### config.mk
export PLATFORM = sky130hd
export DESIGN_NAME = msi_gen_top
export DESIGN_NICKNAME = d
export VERILOG_FILES = /design/src/msi_cfg_pkg.sv /design/src/axil_pkg.sv /design/src/msi_req_if.sv /design/src/msi_irq_capture.sv /design/src/msi_vector.sv /design/src/msi_arbiter.sv /design/src/msi_axil_writer.sv /design/src/msi_gen_top.sv
export VERILOG_INCLUDE_DIRS = /design/src /design/src/include
export SDC_FILE = /design/constraint.sdc
export NUM_CORES = 1
export LEC_CHECK = 0
export BUFFER_PORTS_ARGS = -buffer_cell sky130_fd_sc_hd__buf_2
export CORE_ASPECT_RATIO = 0.5
export CORE_MARGIN = 1.5
export CORE_UTILIZATION = 47
export CTS_CLUSTER_DIAMETER = 100
export DETAILED_ROUTE_END_ITERATION = 8
export PLACE_DENSITY = 0.77
export SLEW_MARGIN = 0
export SYNTH_ARGS = -nofsm -noshare
export SYNTH_HDL_FRONTEND = slang
export SYNTH_SLANG_ARGS = --single-unit
### constraint.sdc
create_clock -name clk -period 4.59 [get_ports clk]
set_input_delay 0.459 -clock clk [delete_from_list [all_inputs] [get_ports clk]]
set_output_delay 0.459 -clock clk [all_outputs]
set_load 0.01 [all_outputs]
### src/include/msi_consts.svh
// MSI generator constants
`ifndef MSI_CONSTS_SVH
`define MSI_CONSTS_SVH

// Interrupt lines and destination table
`define MSI_NUM_IRQ 4
`define MSI_NUM_DEST 2

// Bus widths
`define MSI_ADDR_W 32
`define MSI_DATA_W 32

// Device ID goes into address bits above the word offset
`define MSI_DEVID_W 16
`define MSI_EVTID_W 16

// Throttle counter
`define MSI_THR_W 8

// Selects one of MSI_NUM_DEST base addresses
`define MSI_DEST_IDX_W 1

`endif

### src/msi_cfg_pkg.sv
// MSI configuration types
`include "msi_consts.svh"

package msi_cfg_pkg;

  // Address and data words of the message write
  typedef logic [`MSI_ADDR_W-1:0] addr_t;
  typedef logic [`MSI_DATA_W-1:0] data_t;

  // Per-interrupt payload fields
  typedef logic [`MSI_DEVID_W-1:0] device_id_t;
  typedef logic [`MSI_EVTID_W-1:0] event_id_t;
  typedef logic [`MSI_DEST_IDX_W-1:0] dest_idx_t;

  // Minimum spacing between writes
  typedef logic [`MSI_THR_W-1:0] throttle_cnt_t;

  // One bit per interrupt line
  typedef logic [`MSI_NUM_IRQ-1:0] irq_vec_t;

endpackage

### src/axil_pkg.sv
// AXI4-Lite write types
`include "msi_consts.svh"

package axil_pkg;

  typedef logic [1:0] resp_t;
  typedef logic [`MSI_DATA_W/8-1:0] strb_t;

  localparam resp_t resp_okay = 2'b00;

  // Write initiator FSM
  typedef enum logic [1:0] {
    W_IDLE,
    W_ADDR_DATA,
    W_RESP,
    W_THROTTLE
  } wr_state_e;

endpackage

### src/msi_req_if.sv
// MSI request and write interfaces
`timescale 1ns/1ps

// One pending request from a vector towards the arbiter
interface msi_req_if;
  logic                   pending;
  msi_cfg_pkg::device_id_t device_id;
  msi_cfg_pkg::event_id_t  event_id;
  msi_cfg_pkg::dest_idx_t  dest_idx;
  logic                   grant;

  modport vector (output pending, device_id, event_id, dest_idx, input grant);
  modport arbiter (input pending, device_id, event_id, dest_idx, output grant);
endinterface

// Formed message from the arbiter to the AXI writer
interface msi_wr_if;
  logic               start;
  msi_cfg_pkg::addr_t addr;
  msi_cfg_pkg::data_t data;
  logic               idle;

  modport arbiter (output start, addr, data, input idle);
  modport writer (input start, addr, data, output idle);
endinterface

### src/msi_irq_capture.sv
// Interrupt edge capture
`timescale 1ns/1ps

module msi_irq_capture (
  input  logic                  clk,
  input  logic                  rst,
  input  msi_cfg_pkg::irq_vec_t irq,
  input  msi_cfg_pkg::irq_vec_t msi_enable,
  output msi_cfg_pkg::irq_vec_t edge_pulse
);

  // Sampled lines and their values one cycle earlier
  msi_cfg_pkg::irq_vec_t irq_q;
  msi_cfg_pkg::irq_vec_t irq_prev_q;
  msi_cfg_pkg::irq_vec_t rise;

  // Rise seen between the two samples, masked by enable
  assign rise = irq_q & ~irq_prev_q & msi_enable;

  always_ff @(posedge clk or posedge rst) begin
    if (rst) begin
      irq_q      <= '0;
      irq_prev_q <= '0;
      edge_pulse <= '0;
    end else begin
      irq_q      <= irq;
      irq_prev_q <= irq_q;
      // Single cycle since irq_prev_q catches up next edge
      edge_pulse <= rise;
    end
  end

endmodule

### src/msi_vector.sv
// Per-interrupt pending vector
`timescale 1ns/1ps

module msi_vector (
  input  logic                    clk,
  input  logic                    rst,
  input  logic                    set_pulse,
  input  msi_cfg_pkg::device_id_t device_id,
  input  msi_cfg_pkg::event_id_t  event_id,
  input  msi_cfg_pkg::dest_idx_t  dest_idx,
  msi_req_if.vector               req
);

  logic                    pending_q;
  logic                    take_new;
  msi_cfg_pkg::device_id_t device_id_q;
  msi_cfg_pkg::event_id_t  event_id_q;
  msi_cfg_pkg::dest_idx_t  dest_idx_q;

  // A repeat edge while still pending merges into the queued message
  assign take_new = set_pulse && (!pending_q || req.grant);

  always_ff @(posedge clk or posedge rst) begin
    if (rst) begin
      pending_q <= 1'b0;
    end else begin
      // New pulse wins over a grant in the same cycle
      pending_q <= set_pulse || (pending_q && !req.grant);
    end
  end

  // Snapshot of the configuration at request time
  always_ff @(posedge clk) begin
    if (take_new) begin
      device_id_q <= device_id;
      event_id_q  <= event_id;
      dest_idx_q  <= dest_idx;
    end
  end

  assign req.pending   = pending_q;
  assign req.device_id = device_id_q;
  assign req.event_id  = event_id_q;
  assign req.dest_idx  = dest_idx_q;

endmodule

### src/msi_arbiter.sv
// Round-robin MSI arbiter
`timescale 1ns/1ps
`include "msi_consts.svh"

module msi_arbiter (
  input  logic                                      clk,
  input  logic                                      rst,
  msi_req_if.arbiter                                req [`MSI_NUM_IRQ],
  input  msi_cfg_pkg::addr_t [`MSI_NUM_DEST-1:0]    msi_dest_addr,
  msi_wr_if.arbiter                                 wr
);

  localparam int idx_w = $clog2(`MSI_NUM_IRQ);

  msi_cfg_pkg::irq_vec_t   pend;
  msi_cfg_pkg::irq_vec_t   grant_vec;
  msi_cfg_pkg::device_id_t dev_id [`MSI_NUM_IRQ];
  msi_cfg_pkg::event_id_t  evt_id [`MSI_NUM_IRQ];
  msi_cfg_pkg::dest_idx_t  dst_idx [`MSI_NUM_IRQ];
  logic [idx_w-1:0]        last_q;
  logic [idx_w-1:0]        sel;
  logic [idx_w-1:0]        cand;
  logic                    found;

  // Flatten the interface array so it can be indexed at run time
  for (genvar i = 0; i < `MSI_NUM_IRQ; i++) begin : g_unpack
    assign pend[i]      = req[i].pending;
    assign dev_id[i]    = req[i].device_id;
    assign evt_id[i]    = req[i].event_id;
    assign dst_idx[i]   = req[i].dest_idx;
    assign req[i].grant = grant_vec[i];
  end

  // First pending line after the last one granted
  always_comb begin
    sel   = last_q;
    found = 1'b0;
    cand  = last_q;
    for (int off = 1; off <= `MSI_NUM_IRQ; off++) begin
      cand = idx_w'((int'(last_q) + off) % `MSI_NUM_IRQ);
      if (!found && pend[cand]) begin
        sel   = cand;
        found = 1'b1;
      end
    end
  end

  assign wr.start = wr.idle && found;

  always_comb begin
    grant_vec = '0;
    if (wr.start) begin
      grant_vec[sel] = 1'b1;
    end
  end

  // Device ID lands above the 32-bit word offset
  assign wr.addr = msi_dest_addr[dst_idx[sel]] + (msi_cfg_pkg::addr_t'(dev_id[sel]) << 2);
  assign wr.data = msi_cfg_pkg::data_t'(evt_id[sel]);

  // Start just below line 0 so it has first priority after reset
  always_ff @(posedge clk or posedge rst) begin
    if (rst) begin
      last_q <= idx_w'(`MSI_NUM_IRQ - 1);
    end else if (wr.start) begin
      last_q <= sel;
    end
  end

endmodule

### src/msi_axil_writer.sv
// AXI4-Lite MSI write initiator
`timescale 1ns/1ps

module msi_axil_writer (
  input  logic                       clk,
  input  logic                       rst,
  msi_wr_if.writer                   wr,
  input  logic                       throttle_en,
  input  msi_cfg_pkg::throttle_cnt_t throttle_cntr_threshold,
  output msi_cfg_pkg::addr_t         awaddr,
  output logic                       awvalid,
  input  logic                       awready,
  output msi_cfg_pkg::data_t         wdata,
  output axil_pkg::strb_t            wstrb,
  output logic                       wvalid,
  input  logic                       wready,
  input  axil_pkg::resp_t            bresp,
  input  logic                       bvalid,
  output logic                       bready,
  output logic                       error
);

  axil_pkg::wr_state_e        state_q;
  axil_pkg::wr_state_e        state_d;
  msi_cfg_pkg::throttle_cnt_t thr_cnt_q;
  msi_cfg_pkg::addr_t         addr_q;
  msi_cfg_pkg::data_t         data_q;
  logic                       aw_pend_q;
  logic                       w_pend_q;
  logic                       aw_ok;
  logic                       w_ok;
  logic                       thr_busy;

  // Each channel is done once its own handshake has happened
  assign aw_ok = !aw_pend_q || awready;
  assign w_ok  = !w_pend_q || wready;

  // Leave throttle one cycle early so the next awvalid rise lands on the threshold
  assign thr_busy = throttle_en && (thr_cnt_q > msi_cfg_pkg::throttle_cnt_t'(1));

  always_comb begin
    state_d = state_q;
    case (state_q)
      axil_pkg::W_IDLE:      if (wr.start) state_d = axil_pkg::W_ADDR_DATA;
      axil_pkg::W_ADDR_DATA: if (aw_ok && w_ok) state_d = axil_pkg::W_RESP;
      axil_pkg::W_RESP: begin
        if (bvalid) state_d = thr_busy ? axil_pkg::W_THROTTLE : axil_pkg::W_IDLE;
      end
      axil_pkg::W_THROTTLE:  if (!thr_busy) state_d = axil_pkg::W_IDLE;
      default:               state_d = axil_pkg::W_IDLE;
    endcase
  end

  always_ff @(posedge clk or posedge rst) begin
    if (rst) begin
      state_q   <= axil_pkg::W_IDLE;
      aw_pend_q <= 1'b0;
      w_pend_q  <= 1'b0;
      thr_cnt_q <= '0;
    end else begin
      state_q <= state_d;
      if (wr.start) begin
        aw_pend_q <= 1'b1;
        w_pend_q  <= 1'b1;
        // Loaded on the awvalid rise and a zero threshold means no spacing
        if (throttle_en && (throttle_cntr_threshold != '0)) begin
          thr_cnt_q <= throttle_cntr_threshold - msi_cfg_pkg::throttle_cnt_t'(1);
        end else begin
          thr_cnt_q <= '0;
        end
      end else begin
        if (awready) aw_pend_q <= 1'b0;
        if (wready) w_pend_q <= 1'b0;
        if (thr_cnt_q != '0) thr_cnt_q <= thr_cnt_q - msi_cfg_pkg::throttle_cnt_t'(1);
      end
    end
  end

  always_ff @(posedge clk) begin
    if (wr.start) begin
      addr_q <= wr.addr;
      data_q <= wr.data;
    end
  end

  assign awaddr  = addr_q;
  assign awvalid = aw_pend_q;
  assign wdata   = data_q;
  assign wvalid  = w_pend_q;
  // Event ID always fits in the low four bytes
  assign wstrb   = '1;
  assign bready  = (state_q == axil_pkg::W_RESP);
  assign error   = bready && bvalid && (bresp != axil_pkg::resp_okay);
  assign wr.idle = (state_q == axil_pkg::W_IDLE);

endmodule

### src/msi_gen_top.sv
// AXI4-Lite MSI generator top
`timescale 1ns/1ps
`include "msi_consts.svh"

module msi_gen_top (
  input  logic                                       clk,
  input  logic                                       rst,
  input  msi_cfg_pkg::irq_vec_t                      irq,
  input  msi_cfg_pkg::irq_vec_t                      msi_enable,
  input  msi_cfg_pkg::dest_idx_t  [`MSI_NUM_IRQ-1:0] msi_dest_idx,
  input  msi_cfg_pkg::device_id_t [`MSI_NUM_IRQ-1:0] device_id_per_irq,
  input  msi_cfg_pkg::event_id_t  [`MSI_NUM_IRQ-1:0] event_id_per_irq,
  input  msi_cfg_pkg::addr_t     [`MSI_NUM_DEST-1:0] msi_dest_addr,
  input  logic                                       throttle_en,
  input  msi_cfg_pkg::throttle_cnt_t                 throttle_cntr_threshold,
  output logic                                       error,
  output msi_cfg_pkg::addr_t                         awaddr,
  output logic                                       awvalid,
  input  logic                                       awready,
  output msi_cfg_pkg::data_t                         wdata,
  output axil_pkg::strb_t                            wstrb,
  output logic                                       wvalid,
  input  logic                                       wready,
  input  axil_pkg::resp_t                            bresp,
  input  logic                                       bvalid,
  output logic                                       bready
);

  msi_cfg_pkg::irq_vec_t edge_pulse;

  msi_req_if req_if [`MSI_NUM_IRQ] ();
  msi_wr_if  wr_if ();

  msi_irq_capture u_capture (
    .clk        (clk),
    .rst        (rst),
    .irq        (irq),
    .msi_enable (msi_enable),
    .edge_pulse (edge_pulse)
  );

  for (genvar i = 0; i < `MSI_NUM_IRQ; i++) begin : g_vec
    msi_vector u_vector (
      .clk       (clk),
      .rst       (rst),
      .set_pulse (edge_pulse[i]),
      .device_id (device_id_per_irq[i]),
      .event_id  (event_id_per_irq[i]),
      .dest_idx  (msi_dest_idx[i]),
      .req       (req_if[i])
    );
  end

  msi_arbiter u_arbiter (
    .clk           (clk),
    .rst           (rst),
    .req           (req_if),
    .msi_dest_addr (msi_dest_addr),
    .wr            (wr_if)
  );

  msi_axil_writer u_writer (
    .clk                     (clk),
    .rst                     (rst),
    .wr                      (wr_if),
    .throttle_en             (throttle_en),
    .throttle_cntr_threshold (throttle_cntr_threshold),
    .awaddr                  (awaddr),
    .awvalid                 (awvalid),
    .awready                 (awready),
    .wdata                   (wdata),
    .wstrb                   (wstrb),
    .wvalid                  (wvalid),
    .wready                  (wready),
    .bresp                   (bresp),
    .bvalid                  (bvalid),
    .bready                  (bready),
    .error                   (error)
  );

endmodule

==> results.md <==
- DIE HEIGHT: 104 um
- Seq/Total Area, Yosys: 64.2%
- PwrDens: 838 nW/um^2
- Setup TNS Final: 0 ns
- Post-synth top area share: 56.3%
- Final hold violations: 0
- Async set-reset flop share out of synthesis: 14.3%
- Number of flops mapped to enable cells by yosys: 180
- Area of the core: 19700 sq um
- Req. time, crit path: 4.83 ns
- Area grow syn2layout: 23.7%
- Synth top area cells: edfxtp_1 (56%), dfrtp_1 (7.3%), nand2_1 (3.5%)
- Syn avg cell area: 13.0 sq um
- CTS Buffer Depth: 3
- First-pass GRT wire length: 35.5 mm
- DRT Pass-1 Iters: 4
- Initial antenna violation count: 4
- Final ANT Viol Nets: 0
- Commonest non-fill, non-tap cell in the layout: buf_2
- Yosys reg bits: 210
- Maximum VDD drop: 0.000373 V
- Worst Path Arrival: 4.57 ns
- Fillcell total: 1573
- Synth Flop Type: edfxtp_1
- Leakage Power: 4.79 nW
- Layout Skew: 0.00870 ns
- H-tree Lvls: 1
- TritonCTS clock tree: built
- Status: finished clean
- Wire length per cell: 18.0 um
- Area leader, netlist: edfxtp_1
- Final instance area: 11900 sq um
- Vias/cell: 5.26
- CTS Hold Buffers Added: 0
- Post-Syn Instances: 737
- RSZ-0062 raised after global routing: no
- Crit. End Element: flip-flop
- Worst Path Max Fanout: 13
- Total wire length: 23.3 mm
- MaxCap Viol Count: 0
- Initial core utilization: 48.6%
- Minimum clock period: 4.34 ns
- Rel. slew slack: 27.5%
- Largest net degree at the start of global routing: 55
- CTS sink cnt: 210
- Reg area: 6160 sq um
- Post-DP Area: 11200 sq um
- Die X: 205 um
- First DRT Iteration DRCs: 446
- Multi-input gate area: 3210 sq um
- Crit Path Class: flip-flop to flip-flop
- Final net count: 1256
- Layout cells sized above 1: 34.0%
- IO Port Bufs: 271
- Root buf cell: clkbuf_16
- Global route overflow: 0
- Worst-path clk slew: 0.06 ns
- Residual DRC: 0
- Slew Viols, Final: 0
- Min-Delay Path Class: input port to flip-flop
- Num CTS Buffers: 20
- Insertion delay to the later sink of the worst-skew pair: 0.50 ns
- I/O pin total: 292
- Area of the die: 21300 sq um
- Cell Rows: 36
- Actual slew at the worst max-slew pin: 1.09 ns
- Yosys warns: 0
- Final Setup Violations: 0
- Cell variety after synth: 58
- Final Cycle Share: 94.5%
- Final HPWL from detailed placement: 16.8 mm
- Synthesized cell area: 9600 sq um
- Vias in the first global route: 6830
- Crit start category: flip-flop
- Via count: 6831
- GR Util All Layers: 21.5%
- Most frequent cells in the layout: buf_2 (271), edfxtp_1 (180), nand2_1 (89)
- Routability cong.: 0.905
- Fmax: 0.231 GHz
==> path summary, 6_finish.rpt <==
check	slack [ns]	cells past startpoint	end	from
max in group asynchronous	3.71	2	u_writer.thr_cnt_q[3]$_DFFE_PP0P_	rst
hold reg to reg	0.37	0	u_capture.irq_prev_q[3]$_DFF_PP0_	u_capture.irq_q[3]$_DFF_PP0_
hold / removal	0.06	1	u_capture.irq_q[1]$_DFF_PP0_	irq[1]
setup reg to reg	0.25	14	u_writer.awaddr[29]$_DFFE_PP_	u_arbiter.last_q[1]$_DFFE_PP1P_
setup / recovery	0.25	14	u_writer.awaddr[29]$_DFFE_PP_	u_arbiter.last_q[1]$_DFFE_PP1P_
min in group asynchronous	0.22	2	u_writer.awvalid$_DFFE_PP0P_	rst
==> synthesized netlist by cell type, types with 2 or more instances <==
master    number
inv_1         17
mux2_2        19
dfrtp_1       28
o21bai_1       3
nand3_1       10
o22ai_1        7
nand2b_1      13
ha_1          20
buf_4         20
nor3b_1        4
nor3_1        12
nand3b_1       2
xnor2_1       31
and3_1         9
xor2_1        15
or2_2          2
a21oi_1       21
nand2_1       89
and2_1        35
edfxtp_1     180
clkbuf_1      19
a211oi_1      32
nand4_1        6
a31oi_1       33
buf_1          3
a21o_1         5
mux2i_1       20
nor2_1        25
dfstp_2        2
nor4_1         5
conb_1         2
buf_2          5
nor4b_1        3
o21a_1         3
o21ai_0       12
a31o_2         2
and4_1         2
==> timing repair <==
item                                    CTS  global route
resized for setup                         0             4
hold endpoints to repair                  0             0
endpoints found under the setup margin    0             9
setup buffers                             0             2
==> metrics by stage <==
step                      cells  setup WS, ns  utilization [%]  total power, mW  hold slack [ns]
after floorplan             755        0.0806                -             6.89            0.354
after global placement     1257         0.279             56.8             8.16            0.357
after detailed placement   1257        0.0943             56.8             8.32            0.360
after CTS                  1293        0.0866             59.9             9.91           0.0408
after global routing       1299        0.0150             60.2             10.7           0.0428
final                      1299         0.253             60.2             9.95           0.0619
==> cell type report <==
| type | instances | share of cell area, % |
|---|---|---|
| sequential | 210 | 51.9 |
| multi-input combinational | 480 | 27.0 |
| timing repair buffer | 285 | 12.5 |
| clock inverter | 12 | 0.875 |
| antenna | 4 | 0.0843 |
| tap | 266 | 2.80 |
| inverter | 18 | 0.569 |
| clock buffer | 24 | 4.34 |
==> layer usage <==
layer	vias to the layer above	GRT usage [%]	routed length, um	share of wire [%]
met2	292	37.4	11400	49
met3	42	3.95	1590	6.8
li1	3252	-	-	-
met5	-	0	0	0
met4	0	6.62	575	2.5
met1	3245	27.3	9760	42
==> registers in the layout, summed over array words and instances, names as in the netlist <==
signal,cells
u_writer.awvalid,1
u_writer.state_q,2
g_vec.u_vector.req.event_id,64
u_writer.thr_cnt_q,8
u_capture.irq_prev_q,4
u_capture.edge_pulse,4
u_arbiter.last_q,2
u_writer.wvalid,1
u_capture.irq_q,4
g_vec.u_vector.req.pending,4
g_vec.u_vector.req.dest_idx,4
u_writer.awaddr,32
g_vec.u_vector.req.device_id,64
u_writer.wdata,16
==> critical path, cell delays in order, from the launching register on <==
cell,delay [ns]
dfstp_2,0.60
mux2i_1,0.20
nor2_1,0.09
nor3_4,0.27
mux2i_4,0.31
buf_12,0.17
mux2_2,0.34
ha_1,0.36
and4_1,0.21
a211oi_1,0.35
a21oi_1,0.22
a221o_1,0.53
nand3_1,0.18
xor2_1,0.17
mux2i_1,0.09
==> where the power goes <==
part	switching, mW	internal [mW]	total [mW]
Clock	0.706	0.870	1.58
Sequential	0.178	2.84	3.02
Combinational	3.17	2.19	5.36
==> kinds of logic (layout without fill, tap and decap cells) <==
logic type | count (synthesis) | count (layout) | synth area share (%)
muxes | 41 | 41 | 4.69
other | 2 | 24 | 0.0782
DFF | 210 | 210 | 64.2
xor gates and xnor gates | 46 | 46 | 4.20
and+or+nand+nor | 221 | 221 | 11.5
adders and majority gates | 21 | 21 | 2.82
buffers and inverters | 65 | 339 | 3.39
AOI/OAI and AO/OA | 131 | 131 | 9.20
Note: power is estimated with default switching activity, not from simulation.
